$ cat config.mk
export PLATFORM = sky130hd
export DESIGN_NAME = elink_loopback_top
export DESIGN_NICKNAME = d
export VERILOG_FILES = /design/src/common/elink_pkg.sv /design/src/elink_tx/enc_8b10b.sv /design/src/elink_tx/elink_tx_ser.sv /design/src/elink_rx/elink_rx_deser.sv /design/src/elink_rx/dec_8b10b.sv /design/src/logic/elink_fifo.sv /design/src/logic/elink_loopback_top.sv
export SDC_FILE = /design/constraint.sdc
export NUM_CORES = 1
export LEC_CHECK = 0
export BUFFER_PORTS_ARGS = -buffer_cell sky130_fd_sc_hd__buf_2
export CORE_AREA = 2 2 152 154
export DETAILED_ROUTE_END_ITERATION = 10
export DIE_AREA = 0 0 154 156
export PLACE_DENSITY = 0.74
export SLEW_MARGIN = 20
export SYNTH_ARGS = -nofsm -noshare
export SYNTH_HDL_FRONTEND = slang
export SYNTH_HIERARCHICAL = 1
export SYNTH_SLANG_ARGS = --single-unit
$ cat constraint.sdc
create_clock -name bit_clk_x4 -period 5.5 [get_ports bit_clk_x4]
set_clock_uncertainty 0.15 [all_clocks]
set_input_delay 0.275 -clock bit_clk_x4 [delete_from_list [all_inputs] [get_ports bit_clk_x4]]
set_output_delay 0.275 -clock bit_clk_x4 [all_outputs]
set_load 0.05 [all_outputs]
$ cat src/common/elink_pkg.sv
// ~~~~~~~~~~~~~~~~~~~~
// E-link shared definitions
// Character types, link widths, comma codes and FIFO sizing
// ~~~~~~~~~~~~~~~~~~~~
package elink_pkg;

  // Encoded symbol and line widths
  localparam int SYM_W       = 10;
  localparam int LINK_W      = 2;
  // Cycles per character on the 2-bit link
  localparam int SLOT_CYCLES = 5;

  // Receive FIFO sizing
  localparam int FIFO_DEPTH  = 16;
  localparam int FIFO_AW     = 4;

  // One character before encoding or after decoding
  typedef struct packed {
    logic       k;
    logic [7:0] data;
  } elink_char_t;

  // One receive FIFO entry
  typedef struct packed {
    logic        code_err;
    elink_char_t ch;
  } elink_rx_word_t;

  typedef enum logic {
    HUNT   = 1'b0,
    LOCKED = 1'b1
  } align_state_e;

  // K28.5 in line order, bit 0 sent first
  localparam logic [SYM_W-1:0] COMMA_NEG = 10'b0101111100;
  localparam logic [SYM_W-1:0] COMMA_POS = 10'b1010000011;

  // Idle character sent in empty slots
  localparam elink_char_t IDLE_CHAR = '{k: 1'b1, data: 8'hBC};

endpackage

$ cat src/elink_tx/enc_8b10b.sv
// ~~~~~~~~~~~~~~~~~~~~
// 8b10b encoder
// 5b6b and 3b4b tables with running disparity, registered symbol
// ~~~~~~~~~~~~~~~~~~~~
`timescale 1ns/1ps

module enc_8b10b import elink_pkg::*; (
  input  logic             bit_clk_x4,
  input  logic             reset,
  input  elink_char_t      enc_char,
  input  logic             enc_load,
  output logic [SYM_W-1:0] enc_sym
);

  // Running disparity, 1 when positive
  logic             rd;
  logic             rd_mid, rd_next;
  logic [4:0]       x;
  logic [2:0]       y;
  // RD- forms straight from the tables
  logic [5:0]       code6_n, code6;
  logic [3:0]       code4_n, code4;
  logic             bal6, bal4, use_a7;
  logic [SYM_W-1:0] code10, sym_next;

  always_comb begin
    x = enc_char.data[4:0];
    y = enc_char.data[7:5];
    // 5b6b, written as abcdei
    case (x)
      5'd0:  code6_n = 6'b100111;
      5'd1:  code6_n = 6'b011101;
      5'd2:  code6_n = 6'b101101;
      5'd3:  code6_n = 6'b110001;
      5'd4:  code6_n = 6'b110101;
      5'd5:  code6_n = 6'b101001;
      5'd6:  code6_n = 6'b011001;
      5'd7:  code6_n = 6'b111000;
      5'd8:  code6_n = 6'b111001;
      5'd9:  code6_n = 6'b100101;
      5'd10: code6_n = 6'b010101;
      5'd11: code6_n = 6'b110100;
      5'd12: code6_n = 6'b001101;
      5'd13: code6_n = 6'b101100;
      5'd14: code6_n = 6'b011100;
      5'd15: code6_n = 6'b010111;
      5'd16: code6_n = 6'b011011;
      5'd17: code6_n = 6'b100011;
      5'd18: code6_n = 6'b010011;
      5'd19: code6_n = 6'b110010;
      5'd20: code6_n = 6'b001011;
      5'd21: code6_n = 6'b101010;
      5'd22: code6_n = 6'b011010;
      5'd23: code6_n = 6'b111010;
      5'd24: code6_n = 6'b110011;
      5'd25: code6_n = 6'b100110;
      5'd26: code6_n = 6'b010110;
      5'd27: code6_n = 6'b110110;
      5'd28: code6_n = 6'b001110;
      5'd29: code6_n = 6'b101110;
      5'd30: code6_n = 6'b011110;
      default: code6_n = 6'b101011;
    endcase
    // K28 has its own unbalanced 6b form
    if (enc_char.k && x == 5'd28) begin
      code6_n = 6'b001111;
    end
    bal6   = ($countones(code6_n) == 3);
    // D.07 is balanced but still flips with disparity
    code6  = (rd && (!bal6 || x == 5'd7)) ? ~code6_n : code6_n;
    rd_mid = bal6 ? rd : ~rd;

    // Alternate D.x.7 avoids a run of five equal bits
    use_a7 = (!rd_mid && (x inside {5'd17, 5'd18, 5'd20})) ||
             (rd_mid && (x inside {5'd11, 5'd13, 5'd14}));
    // 3b4b, written as fghj
    if (enc_char.k) begin
      case (y)
        3'd0: code4_n = 4'b1011;
        3'd1: code4_n = 4'b0110;
        3'd2: code4_n = 4'b1010;
        3'd3: code4_n = 4'b1100;
        3'd4: code4_n = 4'b1101;
        3'd5: code4_n = 4'b0101;
        3'd6: code4_n = 4'b1001;
        default: code4_n = 4'b0111;
      endcase
    end else begin
      case (y)
        3'd0: code4_n = 4'b1011;
        3'd1: code4_n = 4'b1001;
        3'd2: code4_n = 4'b0101;
        3'd3: code4_n = 4'b1100;
        3'd4: code4_n = 4'b1101;
        3'd5: code4_n = 4'b1010;
        3'd6: code4_n = 4'b0110;
        default: code4_n = use_a7 ? 4'b0111 : 4'b1110;
      endcase
    end
    bal4    = ($countones(code4_n) == 2);
    // Every K 4b form flips, D only when unbalanced or D.x.3
    code4   = (rd_mid && (!bal4 || enc_char.k || y == 3'd3)) ? ~code4_n : code4_n;
    rd_next = bal4 ? rd_mid : ~rd_mid;

    // Bit a goes out first, so it lands in bit 0
    code10 = {code6, code4};
    for (int i = 0; i < SYM_W; i++) begin
      sym_next[i] = code10[SYM_W-1-i];
    end
  end

  // Starts negative after reset
  always_ff @(posedge bit_clk_x4) begin
    if (reset) begin
      rd <= 1'b0;
    end else if (enc_load) begin
      rd <= rd_next;
    end
  end

  always_ff @(posedge bit_clk_x4) begin
    if (enc_load) begin
      enc_sym <= sym_next;
    end
  end

  // Only K28.x and K23/27/29/30.7 exist as control codes
  a_valid_k: assert property (@(posedge bit_clk_x4) disable iff (reset)
    enc_load && enc_char.k |->
      (x == 5'd28) || (enc_char.data inside {8'hF7, 8'hFB, 8'hFD, 8'hFE}));

endmodule

$ cat src/elink_tx/elink_tx_ser.sv
// ~~~~~~~~~~~~~~~~~~~~
// E-link transmit serializer
// One character slot per 5 cycles, idle fill, 2 bits per cycle
// ~~~~~~~~~~~~~~~~~~~~
`timescale 1ns/1ps

module elink_tx_ser import elink_pkg::*; (
  input  logic              bit_clk_x4,
  input  logic              reset,
  input  elink_char_t       tx_char,
  input  logic              tx_valid,
  output logic              tx_ready,
  output elink_char_t       enc_char,
  output logic              enc_load,
  input  logic [SYM_W-1:0]  enc_sym,
  output logic [LINK_W-1:0] link_data
);

  logic [2:0]       slot;
  logic [SYM_W-1:0] shreg;

  // Slot 0 takes a character, encoder answers in slot 1
  assign tx_ready  = (slot == 3'd0);
  assign enc_load  = tx_ready;
  // Empty slot becomes K28.5
  assign enc_char  = tx_valid ? tx_char : IDLE_CHAR;
  // LSB first on the line
  assign link_data = shreg[LINK_W-1:0];

  always_ff @(posedge bit_clk_x4) begin
    if (reset) begin
      // Wraps to 0 on the first cycle out of reset
      slot  <= 3'(SLOT_CYCLES - 1);
      shreg <= '0;
    end else begin
      slot <= (slot == 3'(SLOT_CYCLES - 1)) ? 3'd0 : slot + 3'd1;
      // Symbol goes out during slots 2,3,4,0,1
      if (slot == 3'd1) begin
        shreg <= enc_sym;
      end else begin
        shreg <= shreg >> LINK_W;
      end
    end
  end

  // Four quiet cycles between slot pulses
  a_slot_period: assert property (@(posedge bit_clk_x4) disable iff (reset)
    tx_ready |=> !tx_ready ##1 !tx_ready ##1 !tx_ready ##1 !tx_ready ##1 tx_ready);

endmodule

$ cat src/elink_rx/elink_rx_deser.sv
// ~~~~~~~~~~~~~~~~~~~~
// E-link receive deserializer
// Comma hunt over all bit offsets, then aligned 10-bit words
// ~~~~~~~~~~~~~~~~~~~~
`timescale 1ns/1ps

module elink_rx_deser import elink_pkg::*; (
  input  logic              bit_clk_x4,
  input  logic              reset,
  input  logic [LINK_W-1:0] link_data,
  output logic [SYM_W-1:0]  sym,
  output logic              sym_valid,
  output logic              locked
);

  // Oldest bit at position 0
  logic [2*SYM_W-1:0] win;
  align_state_e       state;
  // Chosen offset, 0 or 1 bit into the window
  logic               off;
  logic [2:0]         phase;
  logic [SYM_W-1:0]   win_lo, win_hi;
  logic               hit_lo, hit_hi;
  logic               sym_load, sel_hi;

  assign win_lo = win[SYM_W-1:0];
  assign win_hi = win[SYM_W:1];

  // Two offsets per cycle, window moves 2 bits so 5 cycles cover all 10
  assign hit_lo = (win_lo == COMMA_NEG) || (win_lo == COMMA_POS);
  assign hit_hi = (win_hi == COMMA_NEG) || (win_hi == COMMA_POS);

  assign locked = (state == LOCKED);

  always_comb begin
    if (state == HUNT) begin
      // The comma itself goes out too so the decoder syncs its disparity
      sym_load = hit_lo || hit_hi;
      sel_hi   = !hit_lo;
    end else begin
      sym_load = (phase == 3'(SLOT_CYCLES - 1));
      sel_hi   = off;
    end
  end

  always_ff @(posedge bit_clk_x4) begin
    if (reset) begin
      win       <= '0;
      state     <= HUNT;
      off       <= 1'b0;
      phase     <= '0;
      sym_valid <= 1'b0;
    end else begin
      win       <= {link_data, win[2*SYM_W-1:LINK_W]};
      sym_valid <= sym_load;
      // Phase restarts on every emitted word
      phase     <= sym_load ? 3'd0 : phase + 3'd1;
      // No way back to HUNT short of reset
      if (state == HUNT && sym_load) begin
        state <= LOCKED;
        off   <= sel_hi;
      end
    end
  end

  always_ff @(posedge bit_clk_x4) begin
    if (sym_load) begin
      sym <= sel_hi ? win_hi : win_lo;
    end
  end

endmodule

$ cat src/elink_rx/dec_8b10b.sv
// ~~~~~~~~~~~~~~~~~~~~
// 8b10b decoder
// Code and disparity checks, idle commas dropped
// ~~~~~~~~~~~~~~~~~~~~
`timescale 1ns/1ps

module dec_8b10b import elink_pkg::*; (
  input  logic             bit_clk_x4,
  input  logic             reset,
  input  logic [SYM_W-1:0] sym,
  input  logic             sym_valid,
  output logic             wr_en,
  output elink_rx_word_t   wr_word
);

  // 1 while running disparity is positive
  logic             rd;
  logic             rd_mid, rd_next;
  logic [SYM_W-1:0] code10;
  logic [5:0]       abcdei;
  logic [3:0]       fghj, f4;
  logic [4:0]       x;
  logic [2:0]       y;
  logic [2:0]       ones6, ones4;
  logic             k28, err6, err4, disp_err, code_err;
  elink_char_t      dec_char;

  always_comb begin
    // Bit 0 arrived first and is bit a
    for (int i = 0; i < SYM_W; i++) begin
      code10[SYM_W-1-i] = sym[i];
    end
    abcdei = code10[9:4];
    fghj   = code10[3:0];
    k28    = 1'b0;
    err6   = 1'b0;
    // 6b5b over both disparity forms
    case (abcdei)
      6'b100111, 6'b011000: x = 5'd0;
      6'b011101, 6'b100010: x = 5'd1;
      6'b101101, 6'b010010: x = 5'd2;
      6'b110001:            x = 5'd3;
      6'b110101, 6'b001010: x = 5'd4;
      6'b101001:            x = 5'd5;
      6'b011001:            x = 5'd6;
      6'b111000, 6'b000111: x = 5'd7;
      6'b111001, 6'b000110: x = 5'd8;
      6'b100101:            x = 5'd9;
      6'b010101:            x = 5'd10;
      6'b110100:            x = 5'd11;
      6'b001101:            x = 5'd12;
      6'b101100:            x = 5'd13;
      6'b011100:            x = 5'd14;
      6'b010111, 6'b101000: x = 5'd15;
      6'b011011, 6'b100100: x = 5'd16;
      6'b100011:            x = 5'd17;
      6'b010011:            x = 5'd18;
      6'b110010:            x = 5'd19;
      6'b001011:            x = 5'd20;
      6'b101010:            x = 5'd21;
      6'b011010:            x = 5'd22;
      6'b111010, 6'b000101: x = 5'd23;
      6'b110011, 6'b001100: x = 5'd24;
      6'b100110:            x = 5'd25;
      6'b010110:            x = 5'd26;
      6'b110110, 6'b001001: x = 5'd27;
      6'b001110:            x = 5'd28;
      6'b101110, 6'b010001: x = 5'd29;
      6'b011110, 6'b100001: x = 5'd30;
      6'b101011, 6'b010100: x = 5'd31;
      6'b001111, 6'b110000: begin
        x   = 5'd28;
        k28 = 1'b1;
      end
      default: begin
        x    = 5'd0;
        err6 = 1'b1;
      end
    endcase

    // K28 4b forms back to their RD- column
    f4   = (abcdei == 6'b001111) ? ~fghj : fghj;
    err4 = 1'b0;
    y    = 3'd0;
    if (k28) begin
      case (f4)
        4'b1011: y = 3'd0;
        4'b0110: y = 3'd1;
        4'b1010: y = 3'd2;
        4'b1100: y = 3'd3;
        4'b1101: y = 3'd4;
        4'b0101: y = 3'd5;
        4'b1001: y = 3'd6;
        4'b0111: y = 3'd7;
        default: err4 = 1'b1;
      endcase
    end else begin
      case (fghj)
        4'b1011, 4'b0100: y = 3'd0;
        4'b1001:          y = 3'd1;
        4'b0101:          y = 3'd2;
        4'b1100, 4'b0011: y = 3'd3;
        4'b1101, 4'b0010: y = 3'd4;
        4'b1010:          y = 3'd5;
        4'b0110:          y = 3'd6;
        4'b1110, 4'b0001, 4'b0111, 4'b1000: y = 3'd7;
        default: err4 = 1'b1;
      endcase
    end

    dec_char.k = k28 || ((x inside {5'd23, 5'd27, 5'd29, 5'd30}) &&
                         (fghj inside {4'b0111, 4'b1000}));
    dec_char.data = {y, x};

    // Unbalanced blocks and the D.07/D.x.3 pairs must match current disparity
    ones6    = 3'($countones(abcdei));
    ones4    = 3'($countones(fghj));
    disp_err = (rd && (ones6 == 3'd4 || abcdei == 6'b111000)) ||
               (!rd && (ones6 == 3'd2 || abcdei == 6'b000111));
    rd_mid   = (ones6 == 3'd3) ? rd : (ones6 > 3'd3);
    disp_err = disp_err || (rd_mid && (ones4 == 3'd3 || fghj == 4'b1100)) ||
               (!rd_mid && (ones4 == 3'd1 || fghj == 4'b0011));
    rd_next  = (ones4 == 3'd2) ? rd_mid : (ones4 > 3'd2);
    code_err = err6 || err4 || disp_err;
  end

  always_ff @(posedge bit_clk_x4) begin
    if (reset) begin
      rd    <= 1'b0;
      wr_en <= 1'b0;
    end else begin
      // Idle commas never reach the FIFO
      wr_en <= sym_valid && (dec_char != IDLE_CHAR);
      // A bad block still sets disparity so the tracker recovers
      if (sym_valid) begin
        rd <= rd_next;
      end
    end
  end

  always_ff @(posedge bit_clk_x4) begin
    if (sym_valid) begin
      wr_word <= '{code_err: code_err, ch: dec_char};
    end
  end

  // At most one write per symbol slot
  a_wr_spacing: assert property (@(posedge bit_clk_x4) disable iff (reset)
    wr_en |=> !wr_en ##1 !wr_en ##1 !wr_en ##1 !wr_en);

endmodule

$ cat src/logic/elink_fifo.sv
// ~~~~~~~~~~~~~~~~~~~~
// Receive FIFO
// 16 entries, drops writes when full
// ~~~~~~~~~~~~~~~~~~~~
`timescale 1ns/1ps

module elink_fifo import elink_pkg::*; (
  input  logic           bit_clk_x4,
  input  logic           reset,
  input  logic           wr_en,
  input  elink_rx_word_t wr_word,
  input  logic           rd_en,
  output elink_rx_word_t rd_data,
  output logic           empty,
  output logic           full
);

  elink_rx_word_t   mem [FIFO_DEPTH];
  // Extra top bit tells full from empty
  logic [FIFO_AW:0] wr_ptr, rd_ptr, count;
  logic             do_wr, do_rd;

  assign empty = (wr_ptr == rd_ptr);
  assign full  = (wr_ptr[FIFO_AW] != rd_ptr[FIFO_AW]) &&
                 (wr_ptr[FIFO_AW-1:0] == rd_ptr[FIFO_AW-1:0]);
  assign count = wr_ptr - rd_ptr;
  assign do_wr = wr_en && !full;
  assign do_rd = rd_en && !empty;
  // First-word fall-through read
  assign rd_data = mem[rd_ptr[FIFO_AW-1:0]];

  always_ff @(posedge bit_clk_x4) begin
    if (do_wr) begin
      mem[wr_ptr[FIFO_AW-1:0]] <= wr_word;
    end
  end

  always_ff @(posedge bit_clk_x4) begin
    if (reset) begin
      wr_ptr <= '0;
      rd_ptr <= '0;
    end else begin
      if (do_wr) begin
        wr_ptr <= wr_ptr + 1'b1;
      end
      if (do_rd) begin
        rd_ptr <= rd_ptr + 1'b1;
      end
    end
  end

  // Reader must respect empty
  a_no_rd_empty: assert property (@(posedge bit_clk_x4) disable iff (reset)
    rd_en |-> !empty);

  // Dropped write leaves the fill level alone
  a_full_drop: assert property (@(posedge bit_clk_x4) disable iff (reset)
    wr_en && full && !rd_en |=> count == $past(count));

endmodule

$ cat src/logic/elink_loopback_top.sv
// ~~~~~~~~~~~~~~~~~~~~
// E-link loopback top
// Encoder and serializer looped over the 2-bit link into the receiver
// ~~~~~~~~~~~~~~~~~~~~
`timescale 1ns/1ps

module elink_loopback_top import elink_pkg::*; (
  input  logic           bit_clk_x4,
  input  logic           reset,
  input  elink_char_t    tx_char,
  input  logic           tx_valid,
  output logic           tx_ready,
  output logic           locked,
  input  logic           rd_en,
  output elink_rx_word_t rd_data,
  output logic           empty,
  output logic           full
);

  // Transmit chain
  elink_char_t       enc_char;
  logic              enc_load;
  logic [SYM_W-1:0]  enc_sym;
  // Internal link
  logic [LINK_W-1:0] link_data;
  // Receive chain
  logic [SYM_W-1:0]  sym;
  logic              sym_valid;
  logic              wr_en;
  elink_rx_word_t    wr_word;

  // Port names match the nets here
  elink_tx_ser   i_tx_ser   (.*);
  enc_8b10b      i_enc      (.*);
  elink_rx_deser i_rx_deser (.*);
  dec_8b10b      i_dec      (.*);
  elink_fifo     i_fifo     (.*);

endmodule

==> metrics <==
Top Ports 27; sequential area share after synthesis 0.561; most used flip-flop cell after synthesis edfxtp_1; IO Port Bufs 26; CTS root buf clkbuf_16; multiplexer area fraction after synthesis 0.128; cell area after synthesis 12,200 um^2; vias per cell 6.05; total wire length 24.2 mm; Synth warnings 6; switch share 0.229; EDFF count, synth 190; final hold vios 0; post-synthesis compound-gate area fraction 0.0828; Max-cap violations 0; slew margin rel. 0.343; Leak 0.00479 uW; Hold WC Path Type input pin to flip-flop; synthesized-area fraction occupied by adder cells 0.0471; critical-path cell list buf_12, and2_4, inv_6, ha_4, nor2b_4, a21oi_2, o311a_1, fa_1, fa_1, inv_1, ha_2, inv_2, fa_1, nand3b_1, xor2_2, mux2i_2, a22o_2, fa_1, ha_2, ha_4, nor3b_4, o31ai_1, o21a_2, xor2_1; initial antenna violation count 0; vias in the first global route 7,192; Max Slew Vio Count 0; core area 22,400 um^2; RSZ-0062 raised after global routing yes; DRC 0; worst endpoint data arrival time 5.47 ns; Final Instance Count excl. Fillers 1,214; combinational share of power 0.103; sequential share of power 0.502; largest net degree at the start of global routing 65; dpl cells 1,164; Cell Pwr Density 303 nW/um^2; CP Launch Type input pin; post-synth top area cell edfxtp_1; Worst Path Class, Setup input pin to flip-flop; CTS Hold Buffers Added 0; clock buffer depth 3; simple-gate area share of the yosys netlist 0.118; NetSw 941 uW; Int Power 3170 uW; largest cells by area after synthesis edfxtp_1, dfxtp_1, mux4_1; post-route ant nets 0; FILL cells 1,623; Tcrit/Tclk final 0.968; routed vias 7,339; Peak Freq 188 MHz; Net count, final 964; Overflow after GRT 0; gpl congestion 0.850; CP max FO 5; Layout area overhead 11.4%; worst slew pin tran 0.985 ns; average size of a mapped cell 14.1 um^2; drt initial violations 568; diodes inserted 0; Total GRT Usage 0.205; Min Clock Period, post-route 5.33 ns; setup TNS 0 ns; clk slew on worst S/H paths 0.06 ns; slowest stage delay, CP 0.57 ns; cells after synthesis 862; most used cell, CP fa_1; Yosys cell types 83; first-pass GRT wire length 38.7 mm; status finished, final reports clean; CTS H-Tree Depth 1; Max VDD drop 0.199 mV; post-synth net total 916; async set-reset flop share out of synthesis 0; layout cells sized above 1 0.206; Die H 156 um; CP max-delay cell fa_1; HPWL after detailed placement 14.7 mm; Num CTS Buffers 25; drt wl/cell 19.9 um; Synth top area share 0.469; synthesis-stage register bit count 246; combinational family with the most area after synthesis multiplexers; DR pass1 iterations 5; Die Span X 154 um; worst skew pair latency 0.54 ns; Post-Synth XOR/XNOR Area 0.0194; starting density of the core 0.544; Sink Count 246; crit end category flip-flop; TritonCTS clock tree built; Final setup viols 0; FP Rows 55; worst endpoint required time 5.64 ns; Clock power frac 0.394; die area 24,000 um^2
==> through the flow <==
step / area, um^2 / hold slack (ns) / util / setup WS, ns / total power (uW)
floorplan: 12300 / 0.194 / - / -0.142 / 2410
global placement: 12700 / 0.271 / 0.567 / -0.374 / 2500
detailed placement: 12700 / 0.277 / 0.567 / -0.444 / 2520
CTS: 13500 / 0.0570 / 0.602 / 0.103 / 4130
global route: 13600 / 0.0729 / 0.606 / -0.0311 / 4250
finish: 13600 / 0.0750 / 0.606 / 0.173 / 4110
==> cell usage in the layout (no fill, tap or decap), types with 11 or more instances in the layout <==
cell type,Yosys,routed
edfxtp_1,190,190
dfxtp_1,56,55
buf_4,9,44
nor2_1,39,39
inv_1,41,38
mux4_1,31,31
nand2_1,27,27
ha_1,33,27
nor2b_1,27,26
clkbuf_16,0,25
buf_2,7,25
nand2b_1,26,24
a21oi_1,25,23
o21ai_0,23,23
and3_1,22,21
mux4_2,19,19
a211oi_1,18,18
xor2_1,18,17
nand3_1,14,13
nand4_1,13,13
clkbuf_1,14,12
nand3b_1,12,12
nor3_1,11,11
==> worst paths after layout <==
kind,startpoint,endpoint,slack (ns),depth (start not counted)
setup / recovery,tx_valid,i_enc/enc_sym[9]$_DFFE_PP_,0.17,24
hold / removal,rd_en,flip-flop,0.08,3
setup reg to reg,i_rx_deser/sym[3]$_DFFE_PP_,i_dec/wr_word[9]$_DFFE_PP_,1.38,13
hold reg to reg,i_rx_deser/win[12]$_SDFF_PP0_,i_rx_deser/win[10]$_SDFF_PP0_,0.28,1
==> registers in the layout, summed over array words and instances, names as in the netlist, named ones only <==
| register | cells |
|---|---|
| i_dec/wr_en | 1 |
| i_dec/wr_word | 10 |
| i_rx_deser/phase | 3 |
| i_tx_ser/slot | 3 |
| i_rx_deser/sym | 10 |
| i_rx_deser/locked | 1 |
| i_rx_deser/win | 20 |
| i_fifo/rd_ptr | 5 |
| i_tx_ser/shreg | 10 |
| i_dec/rd | 1 |
| i_enc/rd | 1 |
| i_rx_deser/off | 1 |
| i_fifo/mem | 160 |
| i_fifo/wr_ptr | 5 |
| i_enc/enc_sym | 10 |
| i_rx_deser/sym_valid | 1 |
==> per-layer routing <==
| metal | share of wire | routed length (um) | GRT usage | vias to the layer above |
|---|---|---|---|---|
| met5 | 0 | 0 | 0 | - |
| met4 | 0.020 | 491 | 0.0596 | 0 |
| met3 | 0.066 | 1590 | 0.0281 | 38 |
| met2 | 0.48 | 11700 | 0.346 | 240 |
| met1 | 0.43 | 10400 | 0.282 | 3623 |
| li1 | - | - | - | 3438 |
==> cells by family (layout without fill, tap and decap cells) <==
group,after synthesis,in the layout
buffers and inverters,92,159
muxes,76,76
DFF,246,246
and+or+nand+nor,239,239
adders and majority gates,41,41
AOI/OAI and AO/OA,141,141
xor gates and xnor gates,27,27
==> cell usage after synthesis (5+ instances only) <==
| cell type | count |
|---|---|
| edfxtp_1 | 190 |
| dfxtp_1 | 56 |
| inv_1 | 41 |
| nor2_1 | 39 |
| ha_1 | 33 |
| mux4_1 | 31 |
| nand2_1 | 27 |
| nor2b_1 | 27 |
| nand2b_1 | 26 |
| a21oi_1 | 25 |
| o21ai_0 | 23 |
| and3_1 | 22 |
| mux4_2 | 19 |
| a211oi_1 | 18 |
| xor2_1 | 18 |
| buf_6 | 14 |
| clkbuf_1 | 14 |
| nand3_1 | 14 |
| nand4_1 | 13 |
| nand3b_1 | 12 |
| nor3_1 | 11 |
| buf_4 | 9 |
| mux2_4 | 9 |
| mux2i_1 | 9 |
| xnor2_1 | 9 |
| a31oi_1 | 8 |
| fa_1 | 8 |
| mux2_2 | 8 |
| nand4bb_1 | 8 |
| o22ai_1 | 8 |
| and2_1 | 7 |
| buf_2 | 7 |
| o211ai_1 | 6 |
| a311o_1 | 5 |
| nor4_1 | 5 |
==> worst max-delay path, delay by kind of cell <==
family / cells / cell delay [ns]
compound gates: 5 / 1.01
xor+xnor: 2 / 0.35
fa+ha+maj: 8 / 2.69
buf+inv: 4 / 0.24
mux: 1 / 0.17
simple gates: 4 / 0.72
==> power by group through the flow <==
| stage | Clock (uW) | Sequential (uW) | Combinational (uW) |
|---|---|---|---|
| finish | 1620 | 2070 | 424 |
| global route | 1710 | 2070 | 465 |
| CTS | 1650 | 2070 | 411 |
| detailed placement | 0 | 2110 | 409 |
| global placement | 0 | 2110 | 399 |
| floorplan | 0 | 2080 | 331 |
==> cell type report <==
cell class / count / area (um^2) / share of cell area
well taps: 285 / 357 / 0.0263
multi-input cells: 524 / 4940 / 0.364
flip-flops and latches: 246 / 6830 / 0.504
clock inverters: 7 / 85.1 / 0.00627
inverters: 42 / 165 / 0.0122
clock buffers: 39 / 698 / 0.0515
repair buffers: 71 / 487 / 0.0359
==> repair_timing <==
item,4_1_cts,5_1_grt
resized for setup,0,19
hold endpoints to repair,0,0
setup buffers,0,4
setup endpoints to repair,0,5
(Power assumes the default switching activity.)
